$ cat src/gat_pkg.sv
package gat_pkg;

  // Node feature, weight and attention entries, all signed
  localparam int DATA_WIDTH = 8;

  // Attention coefficient after leaky slope and saturation
  localparam int COEF_WIDTH = 8;

  // Negative sums are scaled by 1/8
  localparam int LEAKY_SHIFT = 3;

  // Subgraph counter on the result side
  localparam int GRAPH_IDX_WIDTH = 16;

  // Row sequencing inside a subgraph
  typedef enum logic {
    ST_TARGET   = 1'b0,
    ST_NEIGHBOR = 1'b1
  } node_state_e;

  // Parameter store write target
  typedef enum logic {
    SEL_W = 1'b0,
    SEL_A = 1'b1
  } store_sel_e;

endpackage

$ cat src/param_store.sv
`timescale 1ns/10ps

module param_store #(
  parameter int NUM_FEATURE_IN   = 16,
  parameter int NUM_FEATURE_OUT  = 4,
  localparam int W_DEPTH         = NUM_FEATURE_IN * NUM_FEATURE_OUT,
  localparam int A_DEPTH         = 2 * NUM_FEATURE_OUT,
  localparam int COL_W           = $clog2(NUM_FEATURE_IN),
  localparam int A_ADDR_W        = $clog2(A_DEPTH),
  localparam int ST_ADDR_W       = $clog2((W_DEPTH > A_DEPTH) ? W_DEPTH : A_DEPTH)
) (
  input  logic                                                clk,
  input  logic                                                rst_n,

  input  logic                                                st_wr_i,
  input  gat_pkg::store_sel_e                                 st_sel_i,
  input  logic [ST_ADDR_W-1:0]                                st_addr_i,
  input  logic [gat_pkg::DATA_WIDTH-1:0]                      st_data_i,

  input  logic [COL_W-1:0]                                    rd_col_i,
  output logic [NUM_FEATURE_OUT-1:0][gat_pkg::DATA_WIDTH-1:0] w_row_o,
  output logic [A_DEPTH-1:0][gat_pkg::DATA_WIDTH-1:0]         a_vec_o
);

  // W laid out row-major, one row per input feature
  logic [gat_pkg::DATA_WIDTH-1:0] w_mem [W_DEPTH];
  // a_src in the low half, a_dst in the high half
  logic [gat_pkg::DATA_WIDTH-1:0] a_mem [A_DEPTH];

  always_ff @(posedge clk) begin
    if (st_wr_i) begin
      case (st_sel_i)
        gat_pkg::SEL_W: w_mem[st_addr_i] <= st_data_i;
        gat_pkg::SEL_A: a_mem[st_addr_i[A_ADDR_W-1:0]] <= st_data_i;
        default: ;
      endcase
    end
  end

  // Whole W row for the column of the current beat
  always_comb begin
    for (int k = 0; k < NUM_FEATURE_OUT; k++) begin
      w_row_o[k] = w_mem[int'(rd_col_i) * NUM_FEATURE_OUT + k];
    end
  end

  always_comb begin
    for (int k = 0; k < A_DEPTH; k++) begin
      a_vec_o[k] = a_mem[k];
    end
  end

  // Loads stay inside the selected store
  assert property (@(posedge clk) disable iff (!rst_n)
    st_wr_i |-> ((st_sel_i == gat_pkg::SEL_W) ? (int'(st_addr_i) < W_DEPTH)
                                              : (int'(st_addr_i) < A_DEPTH)))
    else $error("param_store: load address %0d out of range", st_addr_i);

endmodule

$ cat config.mk
export PLATFORM = sky130hd
export DESIGN_NAME = param_store
export DESIGN_NICKNAME = d
export VERILOG_FILES = /design/src/gat_pkg.sv /design/src/param_store.sv
export SDC_FILE = /design/constraint.sdc
export NUM_CORES = 1
export LEC_CHECK = 0
export BUFFER_PORTS_ARGS = -buffer_cell sky130_fd_sc_hd__buf_2
export CAP_MARGIN = 20
export CORE_ASPECT_RATIO = 0.7
export CORE_MARGIN = 3
export CORE_UTILIZATION = 50
export DETAILED_ROUTE_END_ITERATION = 12
export GPL_TIMING_DRIVEN = 0
export PLACE_DENSITY = 0.71
export SLEW_MARGIN = 10
export SYNTH_ARGS = -nofsm -noshare
export SYNTH_HDL_FRONTEND = slang
export SYNTH_SLANG_ARGS = --single-unit
$ cat constraint.sdc
create_clock -name clk -period 1.9 [get_ports clk]
set_input_delay 0.095 -clock clk [delete_from_list [all_inputs] [get_ports clk]]
set_output_delay 0.095 -clock clk [all_outputs]
set_load 0.02 [all_outputs]
==> results.yml <==
clock_tree:
  tritoncts: "built"
  cts_root_buf: "clkbuf_16"
  cts.path.max_buffers: 3
  cts-buffers-inserted: 52
  path_clk_slew_ns: 0.06
  post_cts_buffers: 0
  cts_sinks: 576
  cts_max_level: 2
  cts.hold.buffers_added: 0
run_status:
  status: "complete, but fails checks"
  violations: "setup timing"
floorplan:
  boundaryPins: 118
  die_area_sq_um: 45500
  core_sq_um: 41700
  initial_utilization_pct: 51.5
  die_y_um: 179
  dieWidth_um: 254
  num_rows: 62
synthesis:
  synthMuxAreaShare_pct: 13.4
  synth-simple-area-share_pct: 2.65
  syn_inst: 954
  synthAdderAreaFrac_pct: 0
  synth_nets: 976
  synthesis.area_sq_um: 21500
  synth-seq-cells: 576
  synth_top_family_by_area: "multiplexers"
  synthXorXnorAreaFrac_pct: 0
  syn_area_per_cell_sq_um: 22.5
  yosysTopAreaCell: "edfxtp_1"
  ys_types: 20
  synth-seq-area-share_pct: 80.5
  synth_warnings: 0
  yosys.area.top_type_share_pct: 80.5
  yosys-top-cells-area: "edfxtp_1 (81%), mux4_2 (13%), a22oi_1 (2.2%)"
  synth_compound_area_share_pct: 2.24
detailed_routing:
  vias: 10600
  routed_wl_mm: 49.2
  wl_per_cell_um: 28.8
  routed_via_density: 6.19
  drtIter0Drc: 1335
  dr.pass1.iters: 7
  drcViolationCount: 0
  ant_nets: 0
setup_path:
  path_max_fanout: 10
  crit_required_ns: 1.80
  path_buf_inv: 4
  critical-path-max-stage-delay_ns: 0.73
  cp-start-kind: "primary input"
  critPathTopFamily: "buffers and inverters"
  end_kind: "primary output"
  crit_chain: "buf_2 -> nor2b_1 -> clkbuf_1 -> clkbuf_1 -> a22oi_1 -> nand2_1 -> buf_2"
  cpMaxStageDelayCell: "clkbuf_1"
  critPathLaunch: "rd_col_i[3]"
  cp_data_arrival_time_ns: 2.04
  worstSetupPathType: "in2out"
cells_and_area:
  final_cell_mix: "edfxtp_1 (576), mux4_2 (128), buf_2 (88)"
  drive_gt1_share_pct: 34.4
  diodes: 0
  fillers: 2936
  nNetsFinal: 1144
  area_growth_pct: 15.4
  layout_commonest_cell: "edfxtp_1"
placement:
  gp_congestion: 0.796
  dp_hpwl_mm: 30.8
  portBuffers: 109
sta:
  setup_viol: 32
  fmax_ghz: 0.469
  fin_crit_sh_pct: 112
  rsz0062_at_grt: "yes"
  maxSlewViolCount: 0
  holdWs_ns: 0.0290
  worst_slack_ns: -0.233
  period_minus_slack_ns: 2.13
  tightestPinTransition_ns: 0.960
  final_hold_viol_count: 0
  slew_headroom_pct: 35.7
global_routing:
  grt_max_degree: 73
  grt_pass1_vias: 10700
  grt_pass1_wl_mm: 72.3
  track_usage_pct: 21.8
  grt-ovfl-total: 0
  antenna_found_initial: 0
worst_hold_path:
  min_to: "w_mem[62][3]$_DFFE_PP_"
  holdCritStartpoint: "st_data_i[3]"
  hp-class: "in2reg"
  min_path_cells: 1
power:
  peakVddDrop_uv: 707
  power_leakage_nw: 7.80
  p_per_area_nw_per_um2: 1020
  power.total_mw: 25.4
flow_run:
  maxCapViolations: 0
-- layout make-up --
type	instances	area [sq um]	share of cell area, %
flip-flops and latches	576	17300	69.7
multi-input cells	326	4210	17.0
clock buffers	67	1380	5.56
repair buffers	114	758	3.06
well taps	544	681	2.74
plain buffers	52	274	1.10
clock inverters	27	203	0.817
-- through the flow --
step           std cells  util, %  worst slack [ns]  cell area [sq um]  setup TNS, ns
2_1_floorplan        954        -             0.235              21500              0
3_3_place_gp        1607     54.4            -0.661              22700        -166.14
3_5_place_dp        1610     54.6            -0.732              22800        -186.10
4_1_cts             1704     59.2            -0.263              24700          -5.45
5_1_grt             1706     59.4            -0.300              24800          -6.49
6_report            1706     59.4            -0.233              24800          -4.54
-- metal layers --
layer  global-route usage, %  part of all wire, %
met2                    31.3                   45
met1                    33.7                   43
met3                    5.63                  9.6
met4                    6.05                  2.3
met5                       0                    0
-- what timing repair did --
item / CTS / global route
gates resized for setup: 93 / 25
endpoints found under the hold margin: 0 / 0
gates cloned: 0 / 0
setup endpoints to repair: 80 / 176
pin swaps: 43 / 10
-- report_power, final --
part / switching [mW] / internal, mW / leakage [nW] / total (mW)
clock network: 4.47 / 5.41 / 0.778 / 9.88
registers: 0.0165 / 14.1 / 5.18 / 14.1
logic: 0.950 / 0.525 / 1.84 / 1.47
total: 5.43 / 20.0 / 7.80 / 25.4
-- worst max path at each step --
stage / to / slack [ns] / cells past startpoint
detailed placement: w_mem[62][1]$_DFFE_PP_ / -0.73 / 4
global placement: w_mem[62][1]$_DFFE_PP_ / -0.66 / 4
CTS: w_row_o[17] / -0.26 / 4
finish: w_row_o[15] / -0.23 / 7
floorplan: w_mem[22][0]$_DFFE_PP_ / 0.24 / 4
global route: w_row_o[17] / -0.30 / 4
-- cell families (layout without fill, tap and decap cells) --
| logic type | after synthesis | after routing |
|---|---|---|
| DFF | 576 | 576 |
| and+or+nand+nor | 134 | 134 |
| muxes | 128 | 128 |
| AOI/OAI and AO/OA | 64 | 64 |
| buffers and inverters | 52 | 260 |
-- synthesized netlist by cell type --
cell      number
a22oi_1       64
nand3_1        4
buf_4         11
buf_6          2
buf_2          4
buf_1          9
and2_1         1
mux4_2       128
nor2b_1        4
nor3_1         2
nand2b_1       2
nor2_1        72
nand2_1       39
clkbuf_1      26
nand3b_1       4
or3_1          1
edfxtp_1     576
and3b_1        1
or3b_2         3
nor3b_1        1
-- registers in the layout, summed over array words and instances (netlist names) --
signal  cells
w_mem     512
a_mem      64
(Power assumes the default switching activity.)
