`src/gat_pkg.sv`:
```
package gat_pkg;

  // Node feature, weight and attention entries, all signed
  localparam int DATA_WIDTH = 8;

  // Attention coefficient after leaky slope and saturation
  localparam int COEF_WIDTH = 8;

  // Negative sums are scaled by 1/8
  localparam int LEAKY_SHIFT = 3;

  // Subgraph counter on the result side
  localparam int GRAPH_IDX_WIDTH = 16;

  // Row sequencing inside a subgraph
  typedef enum logic {
    ST_TARGET   = 1'b0,
    ST_NEIGHBOR = 1'b1
  } node_state_e;

  // Parameter store write target
  typedef enum logic {
    SEL_W = 1'b0,
    SEL_A = 1'b1
  } store_sel_e;

endpackage

```
`src/dmvm.sv`:
```
`timescale 1ns/10ps

module dmvm #(
  parameter int NUM_FEATURE_IN   = 16,
  parameter int NUM_FEATURE_OUT  = 4,
  parameter int MAX_NODES        = 8,
  localparam int NODE_W          = $clog2(MAX_NODES),
  localparam int A_DEPTH         = 2 * NUM_FEATURE_OUT,
  localparam int WH_DATA_WIDTH   = 2 * gat_pkg::DATA_WIDTH + $clog2(NUM_FEATURE_IN),
  localparam int DOT_W           = WH_DATA_WIDTH + gat_pkg::DATA_WIDTH
                                   + $clog2(NUM_FEATURE_OUT),
  localparam int SUM_W           = DOT_W + 1
) (
  input  logic                                                clk,
  input  logic                                                rst_n,

  input  logic                                                wh_vld_i,
  input  logic [NUM_FEATURE_OUT-1:0][WH_DATA_WIDTH-1:0]       wh_row_i,
  input  logic [NODE_W-1:0]                                   wh_node_i,
  input  logic                                                wh_graph_last_i,
  input  logic [A_DEPTH-1:0][gat_pkg::DATA_WIDTH-1:0]         a_vec_i,

  output logic                                                coef_vld_o,
  output logic signed [gat_pkg::COEF_WIDTH-1:0]               coef_o,
  output logic [NODE_W-1:0]                                   coef_node_o,
  output logic                                                coef_graph_last_o
);

  logic signed [DOT_W-1:0] src_dot;
  logic signed [DOT_W-1:0] dst_dot;
  logic                    s1_vld;
  logic signed [DOT_W-1:0] s1_dst;
  logic [NODE_W-1:0]       s1_node;
  logic                    s1_gl;
  logic signed [DOT_W-1:0] tgt_term;
  logic signed [SUM_W-1:0] e_sum;
  logic signed [SUM_W-1:0] e_leaky;
  logic                    sat_hi;
  logic                    sat_lo;

  always_comb begin
    src_dot = '0;
    dst_dot = '0;
    for (int k = 0; k < NUM_FEATURE_OUT; k++) begin
      src_dot = src_dot + $signed(a_vec_i[k]) * $signed(wh_row_i[k]);
      dst_dot = dst_dot + $signed(a_vec_i[NUM_FEATURE_OUT + k]) * $signed(wh_row_i[k]);
    end
  end

  // Stage 1, target node keeps its source term for the whole subgraph
  always_ff @(posedge clk) begin
    if (wh_vld_i) begin
      s1_dst  <= dst_dot;
      s1_node <= wh_node_i;
      s1_gl   <= wh_graph_last_i;
      if (wh_node_i == '0) begin
        tgt_term <= src_dot;
      end
    end
  end

  // Stage 2 leaky slope, then clamp to the coefficient range
  assign e_sum   = tgt_term + s1_dst;
  assign e_leaky = e_sum[SUM_W-1] ? (e_sum >>> gat_pkg::LEAKY_SHIFT) : e_sum;
  assign sat_hi  = !e_leaky[SUM_W-1] && (|e_leaky[SUM_W-2:gat_pkg::COEF_WIDTH-1]);
  assign sat_lo  = e_leaky[SUM_W-1] && !(&e_leaky[SUM_W-2:gat_pkg::COEF_WIDTH-1]);

  always_ff @(posedge clk) begin
    if (s1_vld) begin
      coef_node_o       <= s1_node;
      coef_graph_last_o <= s1_gl;
      if (sat_hi) begin
        coef_o <= {1'b0, {(gat_pkg::COEF_WIDTH-1){1'b1}}};
      end else if (sat_lo) begin
        coef_o <= {1'b1, {(gat_pkg::COEF_WIDTH-1){1'b0}}};
      end else begin
        coef_o <= e_leaky[gat_pkg::COEF_WIDTH-1:0];
      end
    end
  end

  always_ff @(posedge clk or negedge rst_n) begin
    if (!rst_n) begin
      s1_vld     <= 1'b0;
      coef_vld_o <= 1'b0;
    end else begin
      s1_vld     <= wh_vld_i;
      coef_vld_o <= s1_vld;
    end
  end

  // Fixed two-cycle latency, no row dropped or invented
  assert property (@(posedge clk) disable iff (!rst_n)
    wh_vld_i |-> ##2 coef_vld_o)
    else $error("dmvm: coefficient missing two cycles after row");

  assert property (@(posedge clk) disable iff (!rst_n)
    coef_vld_o |-> $past(wh_vld_i, 2))
    else $error("dmvm: coefficient without a row");

endmodule

```
`config.mk`:
```
export PLATFORM = sky130hd
export DESIGN_NAME = dmvm
export DESIGN_NICKNAME = d
export VERILOG_FILES = /design/src/gat_pkg.sv /design/src/dmvm.sv
export SDC_FILE = /design/constraint.sdc
export NUM_CORES = 2
export LEC_CHECK = 0
export ABC_CLOCK_PERIOD_IN_PS = 3230
export BUFFER_PORTS_ARGS = -buffer_cell sky130_fd_sc_hd__buf_2
export CORE_ASPECT_RATIO = 1.1
export CORE_MARGIN = 2
export CORE_UTILIZATION = 45
export DETAILED_ROUTE_END_ITERATION = 7
export GPL_TIMING_DRIVEN = 0
export PLACE_DENSITY = 0.66
export SLEW_MARGIN = 40
export SYNTH_ARGS = -nofsm -noshare
export SYNTH_HDL_FRONTEND = slang
export SYNTH_SLANG_ARGS = --single-unit
```
`constraint.sdc`:
```
create_clock -name clk -period 3.23 [get_ports clk]
set_input_delay 0.646 -clock clk [delete_from_list [all_inputs] [get_ports clk]]
set_output_delay 0.646 -clock clk [all_outputs]
set_load 0.02 [all_outputs]
```
==> key figures <==
Status
  • Run status: complete, but fails checks
  • Violated checks: negative setup slack

Timing
  • Min Hold Slack: approximately 60 ps
  • Max_slew headroom: ~58%
  • Highest attainable clock frequency: 0.135 GHz
  • Final count of hold timing violations: 0
  • RSZ-0062 raised after global routing: true
  • Post-route worst setup slack: -4200 ps
  • Setup Viol. Count Final: 63
  • Time the final worst path needs with I/O delays and setup: 7430 ps
  • Final-report max-slew violation count: 0
  • Setup TNS Final: -189410 ps
  • Pin slew with the least headroom to its limit: roughly 600 ps
  • Fin crit share: 230%
  • Worst Skew: around 8.1 ps

Global route
  • Initial antenna violation count: 16
  • GRT Residual Overflow: 0
  • Gr usage total: 29.1%
  • Largest net degree at the start of global routing: 37
  • Number of global-route vias before repair: between 30000 and 40000
  • First-pass GRT wire length: roughly 240000 µm

CTS
  • Inserted Clock Buffers: 9
  • Register clock-pin slew on the reported worst setup and hold paths: approximately 70 ps
  • Buffer levels on the longest clock path: 2
  • Number of hold buffers added after cts: 0
  • H-tree lvl count: 3
  • CTS Root Buffer Type: clkbuf_16
  • Source-to-sink clock delay at the later pin of the worst-skew pair: about 360 ps
  • CTS tree: built
  • Number of sinks driven by the clock tree: ~80

Finish
  • Synth-to-Final Area Change: 19.1%
  • Fraction of final layout cells with drive strength greater than 1: 18.8%
  • Final Non-Filler Cells: 7006
  • Most frequent cells in the layout: inv_1, fa_1, nand2_1
  • Number of nets at the end of the flow: 7370
  • Finished layout cell area: between 0.05 and 0.06 mm²
  • Leading cell type in the layout, fill and taps excluded: inv_1

Drt
  • DRC violations left: 0
  • Number of DRC violations after detailed-routing iteration 0: 2970
  • Total number of vias: 36583
  • First-pass iteration count of the detailed router: 6
  • Drt wl/cell: about 23 µm
  • Post-route antenna net violation count: 0
  • Total detailed-routing wirelength: ~160000 µm
  • Vias per cell: around 5.2

Worst setup path
  • CP arrival: 7580 ps
  • WP data required: 3390 ps
  • Ordered list of cells on the worst path: buf_8 > clkbuf_16 > and2_4 > fa_1 > inv_2 > fa_1 > fa_1 > inv_2 > fa_1 > fa_1 > fa_1 > fa_1 > fa_2 > ha_4 > a21oi_2 > o21ai_2 > o211ai_1 > buf_4 > o311ai_4 > a31oi_4 > o21ai_4 > a211oi_2 > nor2_2 > xor2_2
  • Highest fanout seen on the critical path: 8
  • Critical path class: in2reg
  • Critical Path Sink Type: register
  • Critical path startpoint category: input port
  • CP peak stage delay: around 580 ps
  • Count of buffer and inverter cells on the critical path: 5
  • Cell repeated most along the worst path: fa_1
  • Slowest cell on the critical path: fa_1
  • Cell family contributing the most delay on the critical path: adder cells

Synth
  • Post-synthesis sequential element count: 78
  • Sequential share of the synthesized area: 4.69%
  • Synthesized area per cell: ~9.5 µm²
  • Number of synthesis warnings: 0
  • Net count of the mapped netlist: 7065
  • Main combinational cell family by area after synthesis: adder cells
  • Number of enable flip-flop cells after synthesis: 76
  • Synth Area in Compound Gates: 3.31%
  • Xor/xnor cell area share of the yosys netlist: around 1.8%
  • Mux contribution to synthesized area: less than 1%
  • Count of cell types in the netlist: 80
  • Async set or reset register ratio after synthesis: between 2 and 3%
  • Post-Syn Instances: around 5300
  • Most instantiated flip-flop cell in the synthesis netlist: edfxtp_1
  • Synth Area in Adders: 62.0%
  • Area of the mapped netlist: 0.0498 mm²
  • Post-Synth Simple-Gate Area: 15.3%

Floorplanning
  • Core Area: between 0.1 and 0.15 mm²
  • Overall die height: 353 µm
  • Floorplan die width: between 300 and 400 µm
  • Effective utilization at floorplan: a little under half
  • Total Die Area: between 0.1 and 0.15 mm²
  • # rows: roughly 130
  • Io pins: approximately 160

Place
  • Placed Instance Area: between 0.05 and 0.06 mm²
  • Number of I/O port buffers: ~110
  • Final GP Congestion: between 0.9 and 1
  • Number of placed instances, taps included: about 6800
  • DPL Wire Length: 138000 µm

Hold path
  • Type of the tightest min-delay check: in2async

Flow run
  • Max Cap Viol: 0
[flip-flops by register name (all words and copies together) (netlist names)]
register and count:
tgt_term 30, s1_vld 1, s1_dst 30, coef_o 8, coef_graph_last_o 1, s1_node 3
s1_gl 1, coef_node_o 3, coef_vld_o 1
[what timing repair did]
item / CTS / global route
endpoints found under the setup margin: 63 / 63
buffers inserted: 101 / 67
endpoints found under the hold margin: 0 / 0
pin swaps: 183 / 214
resized for setup: 628 / 352
gates cloned: 11 / 8
[worst register-to-register path, stage by stage, from the launching register on]
cell,delay (ps)
edfxtp_1,440
ha_4,200
fa_2,430
a211oi_4,310
o21a_2,220
or4_4,160
a21boi_4,70
o21a_1,180
or2_1,250
buf_6,160
inv_4,60
nand4_1,160
a2111oi_4,320
nand4_1,280
o31ai_2,370
[cells by family after synthesis]
kind of cell,count (synthesis)
AO/OA/AOI/OAI,240
XOR/XNOR,103
adder cells (fa/ha/maj),1653
buffers and inverters,1692
flip-flops,78
multiplexers,3
AND/OR/NAND/NOR,1492
[worst paths after layout]
path / from / to / slack, ps / depth (start not counted)
min: rst_n / coef_vld_o / 60 / 1
max: wh_row_i[44] / tgt_term[27] / -4200 / 24
max reg2reg: tgt_term[0] / coef_o[2] / -580 / 14
min in group clk: s1_node[1] / coef_node_o[1] / 430 / 0
min reg2reg: s1_node[1] / coef_node_o[1] / 430 / 0
max in group asynchronous: rst_n / s1_vld / 3070 / 1
[through the flow]
| stage | setup slack (ps) | util (%) |
|---|---|---|
| after floorplan | -3790 | - |
| after global placement | -5770 | 48.8 |
| after detailed placement | -5750 | 48.9 |
| after CTS | -4100 | 52.5 |
| after global routing | -4340 | 54.2 |
| final | -4200 | 54.2 |
[final cells by class]
type | instances | area, µm²
Antenna cell | 16 | 40.0
Buffer | 216 | 2710
Clock buffer | 10 | 239
Clock inverter | 6 | 52.6
Fill cell | 9681 | 50000
Inverter | 1473 | 5560
Multi-Input combinational cell | 3491 | 43700
Sequential cell | 78 | 2330
Tap cell | 1419 | 1780
Timing Repair Buffer | 297 | 2890
[per-layer routing]
layer	vias to the layer above	global-route usage (%)	share of wire [%]
met5	-	0	0.036
met4	8	17.1	7.2
met3	332	4.43	7.1
met2	1504	48.8	50
met1	19092	35.6	36
li1	15647	-	-
[Yosys cell counts, types with 5 or more instances]
master / number / area, µm²
a211oi_1: 16 / 120
xor2_1: 27 / 236
or3_1: 5 / 31.3
fa_1: 1357 / 27200
nor2_1: 87 / 327
nor3_1: 28 / 140
edfxtp_1: 76 / 2280
ha_1: 296 / 3700
a21o_1: 29 / 218
nor2b_1: 51 / 319
o21ai_0: 47 / 235
o211ai_1: 5 / 37.5
nand2_1: 611 / 2290
nand3_1: 19 / 95.1
xnor2_1: 75 / 657
a21oi_1: 64 / 320
nand2b_1: 83 / 519
o21bai_1: 8 / 60.1
and3_1: 7 / 43.8
inv_1: 1471 / 5520
o21a_1: 15 / 113
o31ai_1: 9 / 67.6
nand4_1: 11 / 68.8
and2_1: 558 / 3490
clkbuf_1: 213 / 800
nor4_1: 6 / 37.5
Power is not shown: default switching activity piles up to over one toggle a cycle in this logic, so the estimate is an artifact.
