--- src/gat_pkg.sv ---
package gat_pkg;

  // Node feature, weight and attention entries, all signed
  localparam int DATA_WIDTH = 8;

  // Attention coefficient after leaky slope and saturation
  localparam int COEF_WIDTH = 8;

  // Negative sums are scaled by 1/8
  localparam int LEAKY_SHIFT = 3;

  // Subgraph counter on the result side
  localparam int GRAPH_IDX_WIDTH = 16;

  // Row sequencing inside a subgraph
  typedef enum logic {
    ST_TARGET   = 1'b0,
    ST_NEIGHBOR = 1'b1
  } node_state_e;

  // Parameter store write target
  typedef enum logic {
    SEL_W = 1'b0,
    SEL_A = 1'b1
  } store_sel_e;

endpackage

--- src/spmm_row.sv ---
`timescale 1ns/10ps

module spmm_row #(
  parameter int NUM_FEATURE_IN   = 16,
  parameter int NUM_FEATURE_OUT  = 4,
  parameter int MAX_NODES        = 8,
  localparam int COL_W           = $clog2(NUM_FEATURE_IN),
  localparam int NODE_W          = $clog2(MAX_NODES),
  localparam int WH_DATA_WIDTH   = 2 * gat_pkg::DATA_WIDTH + $clog2(NUM_FEATURE_IN)
) (
  input  logic                                                clk,
  input  logic                                                rst_n,

  input  logic                                                h_vld_i,
  input  logic [COL_W-1:0]                                    h_col_i,
  input  logic signed [gat_pkg::DATA_WIDTH-1:0]               h_val_i,
  input  logic                                                h_last_i,
  input  logic                                                h_graph_last_i,

  input  logic [NUM_FEATURE_OUT-1:0][gat_pkg::DATA_WIDTH-1:0] w_row_i,
  output logic [COL_W-1:0]                                    rd_col_o,

  output logic                                                wh_vld_o,
  output logic [NUM_FEATURE_OUT-1:0][WH_DATA_WIDTH-1:0]       wh_row_o,
  output logic [NODE_W-1:0]                                   wh_node_o,
  output logic                                                wh_graph_last_o
);

  logic signed [WH_DATA_WIDTH-1:0] acc     [NUM_FEATURE_OUT];
  logic signed [WH_DATA_WIDTH-1:0] acc_nxt [NUM_FEATURE_OUT];
  gat_pkg::node_state_e            state;
  logic [NODE_W-1:0]               node_cnt;
  logic [NODE_W-1:0]               cur_node;
  logic                            row_end;

  // W row is looked up by the column of the beat in flight
  assign rd_col_o = h_col_i;
  assign row_end  = h_vld_i && h_last_i;
  assign cur_node = (state == gat_pkg::ST_TARGET) ? '0 : node_cnt;

  always_comb begin
    for (int k = 0; k < NUM_FEATURE_OUT; k++) begin
      acc_nxt[k] = acc[k] + h_val_i * $signed(w_row_i[k]);
    end
  end

  // Last beat hands the sum out and starts the next row from zero
  always_ff @(posedge clk or negedge rst_n) begin
    if (!rst_n) begin
      for (int k = 0; k < NUM_FEATURE_OUT; k++) begin
        acc[k] <= '0;
      end
    end else if (h_vld_i) begin
      for (int k = 0; k < NUM_FEATURE_OUT; k++) begin
        acc[k] <= h_last_i ? '0 : acc_nxt[k];
      end
    end
  end

  always_ff @(posedge clk) begin
    if (row_end) begin
      for (int k = 0; k < NUM_FEATURE_OUT; k++) begin
        wh_row_o[k] <= acc_nxt[k];
      end
      wh_node_o       <= cur_node;
      wh_graph_last_o <= h_graph_last_i;
    end
  end

  always_ff @(posedge clk or negedge rst_n) begin
    if (!rst_n) begin
      wh_vld_o <= 1'b0;
      state    <= gat_pkg::ST_TARGET;
      node_cnt <= '0;
    end else begin
      wh_vld_o <= row_end;
      if (row_end) begin
        if (h_graph_last_i) begin
          state    <= gat_pkg::ST_TARGET;
          node_cnt <= '0;
        end else begin
          state    <= gat_pkg::ST_NEIGHBOR;
          node_cnt <= cur_node + 1'b1;
        end
      end
    end
  end

  // Subgraph closes before the node index runs past MAX_NODES
  assert property (@(posedge clk) disable iff (!rst_n)
    row_end && (cur_node == NODE_W'(MAX_NODES - 1)) |-> h_graph_last_i)
    else $error("spmm_row: subgraph longer than MAX_NODES");

  assert property (@(posedge clk) disable iff (!rst_n)
    h_vld_i && h_graph_last_i |-> h_last_i)
    else $error("spmm_row: graph-last without row-last");

endmodule

--- config.mk ---
export PLATFORM = sky130hd
export DESIGN_NAME = spmm_row
export DESIGN_NICKNAME = d
export VERILOG_FILES = /design/src/gat_pkg.sv /design/src/spmm_row.sv
export SDC_FILE = /design/constraint.sdc
export NUM_CORES = 1
export LEC_CHECK = 0
export BUFFER_PORTS_ARGS = -buffer_cell sky130_fd_sc_hd__buf_2
export CAP_MARGIN = 20
export CORE_MARGIN = 2
export CORE_UTILIZATION = 45
export DETAILED_ROUTE_END_ITERATION = 6
export SLEW_MARGIN = 10
export SYNTH_ARGS = -nofsm -noshare
export SYNTH_HDL_FRONTEND = slang
export SYNTH_SLANG_ARGS = --single-unit
--- constraint.sdc ---
create_clock -name clk -period 9.6 [get_ports clk]
set_input_delay 0.48 -clock clk [delete_from_list [all_inputs] [get_ports clk]]
set_output_delay 0.48 -clock clk [all_outputs]
set_load 0.03 [all_outputs]
==> summary.md, run 1 <==
| Metric | Value |
|---|---|
| Status | complete, no violations |
| Full die area | 45800 sq um |
| Initial core utilization | 45.9% |
| Top FF cell, synth | dfrtp_1 |
| Clk_lat worst skew | 0.48 ns |
| Post-CTS Resized | 0 |
| GRT busiest layer | met2 |
| CP Max Fanout | 32 |
| Remaining antenna violation count | 0 |
| Initial DRC count | 687 |
| FILL cells | 3909 |
| Cell taking the most area after synthesis | fa_1 |
| Register area share after synthesis | 23.4% |
| DR WL/cell | 17.8 microns |
| RSZ-0062 raised after global routing | false |
| Max Transition Viols Final | 0 |
| F_max | 173 MHz |
| Num CTS Buffers | 17 |
| GRT overflow | 0 |
| Global-route wire length before repair | 75.1 mm |
| Final hold vios | 0 |
| Clock sink total | 169 |
| Fin Clk Skew | 0.0110 ns |
| Net Count, Synth | 2397 |
| Startpoint types | primary input |
| Max-Cap Viols | 0 |
| Final wirelength | 44.7 mm |
| CTS tree | built |
| Worst slew pin tran | 0.850 ns |
| Post-Synth Adder-Cell Area | 47.2% |
| Simple-gate area share of the yosys netlist | 9.41% |
| Drt pass-1 iters | 5 |
| Die Y | 214 microns |
| DRC viols | 0 |
| Synth Area in Compound Gates | 8.21% |
| Seq cells post-synth | 169 |
| Unique cell type count in the Yosys netlist | 62 |
| Synth Cell Area | 19800 sq um |
| HP Class | in -> async |
| # setup viols final | 0 |
| Post-DP HPWL | 34.5 mm |
| CTS Hold Bufs | 0 |
| GRT Overall Usage | 20.9% |
| Proportion of synthesized area in mux cells | 0% |
| Via density | 5.10 |
| Fin crit period | 5.78 ns |
| Main combinational cell family by area after synthesis | adder cells |
| Chip Width | 214 microns |
| Setup Fix Bufs, Post-CTS | 0 |
| Fin crit share | 60.2% |
| Vias in the first global route | 14100 |
| GPL Wtd Cong | 0.831 |
| P&R area growth vs syn | 9.20% |
| Core area | 43300 sq um |
| Synth warn | 0 |
| I/O pin count | 138 |
| Yosys top cell area share | 35.5% |
| # rows | 76 |
| Async SR Flop Fraction | 50.3% |
| Mapped Cells | 1811 |
| Reg clk slew, reported paths | 0.07 ns |
| Syn avg cell area | 11.0 sq um |
| Depth of the CTS H-tree | 4 |
| Critical Path AT | 6.13 ns |
| Worst endpoint required time | 9.96 ns |
| Clk root buf | clkbuf_16 |
| Synth area leaders | fa_1 (36%), edfxtp_1 (13%), ha_1 (12%) |
| Port-buffer cells | 129 |
| Setup tns final | 0 ns |
| CTS max path bufs | 2 |
| Layout cells sized above 1 | 10.1% |
| Number of flops mapped to enable cells by yosys | 84 |
| Relative slew slack | 43.4% |
| Initial antenna violation count | 3 |
| Met1 Use GR | 28.6% |
| GR Util met3 | 3.82% |
| Nets@finish | 2500 |
| Vias | 12800 |
| Largest net degree at the start of global routing | 59 |
| M2 GR Usage | 33.7% |
| Worst Path Class, Setup | in -> reg |
| Post-synthesis xor/xnor area fraction | 3.66% |
| CP endpoint kind | register |
stage by stage:
| step | worst slack (ns) | cells | instance area, sq um | hold WS (ns) | utilization (%) |
|---|---|---|---|---|---|
| floorplan | 4.18 | 1811 | 19800 | 0.184 | - |
| global placement | 3.41 | 2480 | 21100 | 0.457 | 48.7 |
| detailed placement | 3.32 | 2480 | 21100 | 0.459 | 48.7 |
| CTS | 3.80 | 2512 | 21700 | 0.108 | 50.1 |
| global route | 3.38 | 2512 | 21700 | 0.141 | 50.1 |
| finish | 3.82 | 2514 | 21700 | 0.0986 | 50.1 |
critical path, cell delays in order:
cell and delay [ns]:
buf_2 0.48, and2_1 0.74, inv_1 0.13, fa_1 0.51, inv_1 0.05, fa_1 0.49, fa_1 0.57, fa_1 0.44
fa_1 0.45, ha_1 0.34, o21ai_0 0.14, o211ai_1 0.33, a31oi_2 0.17, a21oi_1 0.29, a31oi_1 0.15, xnor2_1 0.16
a22o_1 0.19
per-layer routing:
layer / vias to the layer above / part of all wire [%]
li1: 5919 / -
met1: 6628 / 46
met2: 210 / 48
met3: 50 / 3.9
met4: 2 / 2.3
met5: - / 0.029
sequential cells by signal, summed over array words and instances, names as in the netlist:
name,flops
wh_graph_last_o,1
acc,80
wh_row_o,80
node_cnt,3
wh_node_o,3
state,1
wh_vld_o,1
synth_stat cells, types with 5 or more instances:
cell type and number:
edfxtp_1 84, a211oi_1 5, nor2b_1 12, nor2_1 46, a31o_2 10, xor2_1 19
and2_1 131, fa_1 352, dfrtp_1 85, a21o_1 21, o21a_1 9, a21oi_1 34
o21ai_0 47, ha_1 185, nand2_1 129, xnor2_1 64, a22o_1 47, nor3_1 7
nand2b_1 7, nand3_1 23, o21ai_1 7, inv_1 366, o21bai_1 8, nand4_1 5
clkbuf_1 39
logic make-up (layout without fill, tap and decap cells):
group           Yosys count  in the layout
compound gates          227            227
other cells               0              2
flops                   169            169
xor+xnor                 83             83
buf+inv                 422            538
simple gates            373            373
fa+ha+maj               537            537
area by class of cell:
| cell class | instances | area [sq um] | area share [%] |
|---|---|---|---|
| tap | 585 | 732 | 3.38 |
| multi-input combinational | 1220 | 13600 | 62.7 |
| timing repair buffer | 134 | 686 | 3.16 |
| sequential | 169 | 4650 | 21.5 |
| clock buffer | 18 | 429 | 1.98 |
| clock inverter | 14 | 183 | 0.843 |
| antenna | 2 | 5.00 | 0.0231 |
| inverter | 372 | 1400 | 6.45 |
layout by cell type, fill, tap and decap left out, types with 3 or more instances in the layout:
cell type,count
or2_2,3
a221oi_2,3
nor2b_1,12
clkbuf_16,17
nand4_1,5
nand3_1,23
edfxtp_1,84
o21ai_0,47
a211oi_1,5
a31o_2,10
a21o_1,21
buf_2,128
inv_6,4
inv_8,3
inv_1,365
nor2_1,46
o31ai_1,3
a41oi_1,3
ha_1,185
nand2_1,129
nand2b_1,7
clkinv_2,3
and2_1,131
and3_1,4
o21bai_1,8
fa_1,352
and4_1,3
o21ai_1,7
xnor2_1,64
o21a_1,9
a31oi_1,3
o211ai_1,3
bufinv_16,3
a22o_1,47
buf_4,6
nor3_1,7
dfrtp_1,85
xor2_1,19
a21oi_1,34
clkinv_1,4
final timing paths:
path / slack [ns] / depth (start not counted) / startpoint / to
worst min register to register: 0.47 / 2 / node_cnt[0]$_DFFE_PN0P_ / node_cnt[0]$_DFFE_PN0P_
max in group asynchronous: 8.41 / 2 / rst_n / acc[3]$_DFFE_PN0P_
worst min-delay path: 0.1 / 1 / rst_n / node_cnt[1]$_DFFE_PN0P_
worst max-delay path: 3.82 / 17 / h_val_i[7] / acc[79]$_DFFE_PN0P_
worst max register to register: 4.69 / 19 / acc[24]$_DFFE_PN0P_ / acc[38]$_DFFE_PN0P_
min in group clk: 0.24 / 1 / h_graph_last_i / wh_graph_last_o$_DFFE_PP_
Power of run 1 is not shown: default switching activity piles up to over one toggle a cycle in this logic, so the estimate is an artifact.
==> run 2, diff against run 1 <==
==> constraint.sdc (replaced) <==
create_clock -name clk -period 5.2 [get_ports clk]
set_input_delay 0.26 -clock clk [delete_from_list [all_inputs] [get_ports clk]]
set_output_delay 0.26 -clock clk [all_outputs]
set_load 0.03 [all_outputs]
==> run 2 against run 1 <==
  * Setup slack worse by 3.5 ns
  * Sequential share of layout area decreased by 0.63 points
  * Register-to-register slack got worse by 4.3 ns
  * Clock skew increased by 0.0057 ns
  * Design area up 3.0%
  * Routed wire length about the same
  * Largest cell class unchanged
  * Critical path depth grew 2
  * Critical path type is now reg -> reg
  * First-iteration DRC count up 7.3%
  * Worst hold slack about the same
  * Flip-flop and latch count did not move
==> summary.md, run 2 (synthesized netlist as in run 1, its figures left out) <==
| Metric | Value |
|---|---|
| RSZ-0062 raised after global routing | false |
| Vias in the first global route | 14300 (+1.9%) |
| Via density | 5.03 (-1.2%) |
| CTS Hold Bufs | 2 (+2) |
| Clock sink total | 169 (unchanged) |
| Worst path most repeated cell | inv_1 |
| Depth of the CTS H-tree | 4 (unchanged) |
| CTS max path bufs | 2 (unchanged) |
| CTS tree | built |
| Worst endpoint required time | 5.59 ns (-4.37 ns) |
| DRC viols | 0 (unchanged) |
| Reg clk slew, reported paths | 0.08 ns (about the same) |
| Biggest regs | acc (80), wh_row_o (80) |
| Full die area | 45800 sq um (unchanged) |
| Status | complete, no violations |
| Max-Cap Viols | 0 (unchanged) |
| P&R area growth vs syn | 12.5% |
| Post-DP HPWL | 35.9 mm (+3.8%) |
| Footprint of the multi-input gates | 13600 sq um (unchanged) |
| Storage cell area | 4650 sq um (unchanged) |
| Vias | 13100 (+2.0%) |
| GPL Wtd Cong | 0.818 (-1.6%) |
| GRT overflow | 0 (unchanged) |
| Final wirelength | 44.7 mm (about the same) |
| Commonest non-fill, non-tap cells in the layout | inv_1 (365), fa_1 (352), ha_1 (185) |
| Global-route wire length before repair | 75.6 mm (+0.74%) |
| # setup viols final | 0 (unchanged) |
| Setup Fix Bufs, Post-CTS | 0 (unchanged) |
| GRT Overall Usage | 20.9% (+0.058 points) |
| Crit. Startpoint | acc[24]$_DFFE_PN0P_ |
| CP max stage delay | 0.53 ns (-0.21 ns) |
| Num CTS Buffers | 17 (unchanged) |
| Remaining antenna violation count | 0 (unchanged) |
| Largest net degree at the start of global routing | 58 (-1.7%) |
| Final core occ | 51.6% (+1.5 points) |
| Drt pass-1 iters | 4 (-1) |
| Layout cells sized above 1 | 13.7% (+3.6 points) |
| Port-buffer cells | 129 (unchanged) |
| Fin crit share | 93.1% |
| DR WL/cell | 17.2 microns (-3.1%) |
| Clk root buf | clkbuf_16 |
| Max Transition Viols Final | 0 (unchanged) |
| Core area | 43300 sq um (unchanged) |
| Worst Path Class, Setup | reg -> reg |
| Fin Clk Skew | 0.0167 ns (+0.00569 ns) |
| Placed cell count | 2559 (+3.2%) |
| Critical Path AT | 5.23 ns (-0.90 ns) |
| Die Y | 214 microns (unchanged) |
| HP Class | in -> reg |
| Worst slew pin tran | 0.823 ns (-0.0266 ns) |
| Initial antenna violation count | 5 (+2) |
| CP max stage cell | fa_1 |
| Commonest non-fill, non-tap cell in the layout | inv_1 |
| I/O pin count | 138 (unchanged) |
| CP endpoint kind | register |
| Post-CTS Resized | 0 (unchanged) |
| CP cell instances | fa_1, inv_1, fa_1, inv_1, ha_1, inv_1, fa_1, inv_1, ha_1, ha_1, inv_1, fa_1, nor2b_1, o21ai_1, a21oi_1, o21ai_1, a31o_2, or4_1, nand3_1 |
| Initial core utilization | 45.9% (unchanged) |
| Fin crit period | 4.84 ns |
| Chip Width | 214 microns (unchanged) |
| R2r startpoint | acc[24]$_DFFE_PN0P_ |
| Relative slew slack | 45.1% (+1.8 points) |
| FILL cells | 3881 (-0.72%) |
| Clk_lat worst skew | 0.47 ns (about the same) |
| CP Max Fanout | 4 (-88%) |
| Nets@finish | 2581 (+3.2%) |
| # rows | 76 (unchanged) |
| Final hold vios | 0 (unchanged) |
| Worst hold start | h_last_i |
| Finished Layout Cells | 2596 (+3.3%) |
| Startpoint types | register |
| Setup tns final | 0 ns (unchanged) |
| Initial DRC count | 737 (+7.3%) |
| F_max | 207 MHz |
## run 2: cell types whose count changed in the layout (fill, tap and decap cells not counted), sizes merged
cell         delta
clkbuf          -1
buf            +79
diode           +1
clkinv          +3
bufinv          -2
dlygate4sd3     +2
## run 2: path summary, 6_finish.rpt
| path | to | cells past startpoint | slack, ns |
|---|---|---|---|
| max | acc[38]$_DFFE_PN0P_ | 19 | 0.36 |
| min | acc[12]$_DFFE_PN0P_ | 2 | 0.1 |
| max reg2reg | acc[38]$_DFFE_PN0P_ | 19 | 0.36 |
| min reg2reg | node_cnt[0]$_DFFE_PN0P_ | 2 | 0.48 |
| max in group asynchronous | acc[38]$_DFFE_PN0P_ | 3 | 3.68 |
| min in group asynchronous | node_cnt[1]$_DFFE_PN0P_ | 2 | 0.29 |
## run 2: layout make-up
cell class | instances | area share (%)
Inverter | 372 | 6.26
Antenna cell | 3 | 0.0336
Timing Repair Buffer | 215 | 6.04
Clock inverter | 15 | 0.801
Multi-Input combinational cell | 1220 | 60.9
Sequential cell | 169 | 20.8
Clock buffer | 17 | 1.90
Tap cell | 585 | 3.28
## run 2: critical path, delay by kind of cell, from the launching register on
family / cells / cell delay [ns]
DFF: 1 / 0.40
adders and majority gates: 7 / 2.67
AOI/OAI and AO/OA: 4 / 0.75
buffers and inverters: 5 / 0.24
and+or+nand+nor: 3 / 0.71
## run 2: per-stage QoR
stage | setup slack [ns] | area, sq um | hold WS [ns]
3_5_place_dp | -0.0131 | 21700 | 0.271
5_1_grt | 0.0718 | 22300 | 0.0909
4_1_cts | 0.337 | 22300 | 0.0750
6_report | 0.359 | 22300 | 0.0987
3_3_place_gp | 0.0368 | 21700 | 0.257
2_1_floorplan | 0.000183 | 19800 | -0.0356
## run 2: layer usage
metal / track usage [%] / routed length, microns / vias up
met5: 0 / 28 / -
li1: - / - / 6100
met4: 6.57 / 937 / 4
met3: 3.15 / 1580 / 51
met2: 33.7 / 21400 / 216
met1: 29.3 / 20800 / 6698
Power of run 2 is left out for the same reason.
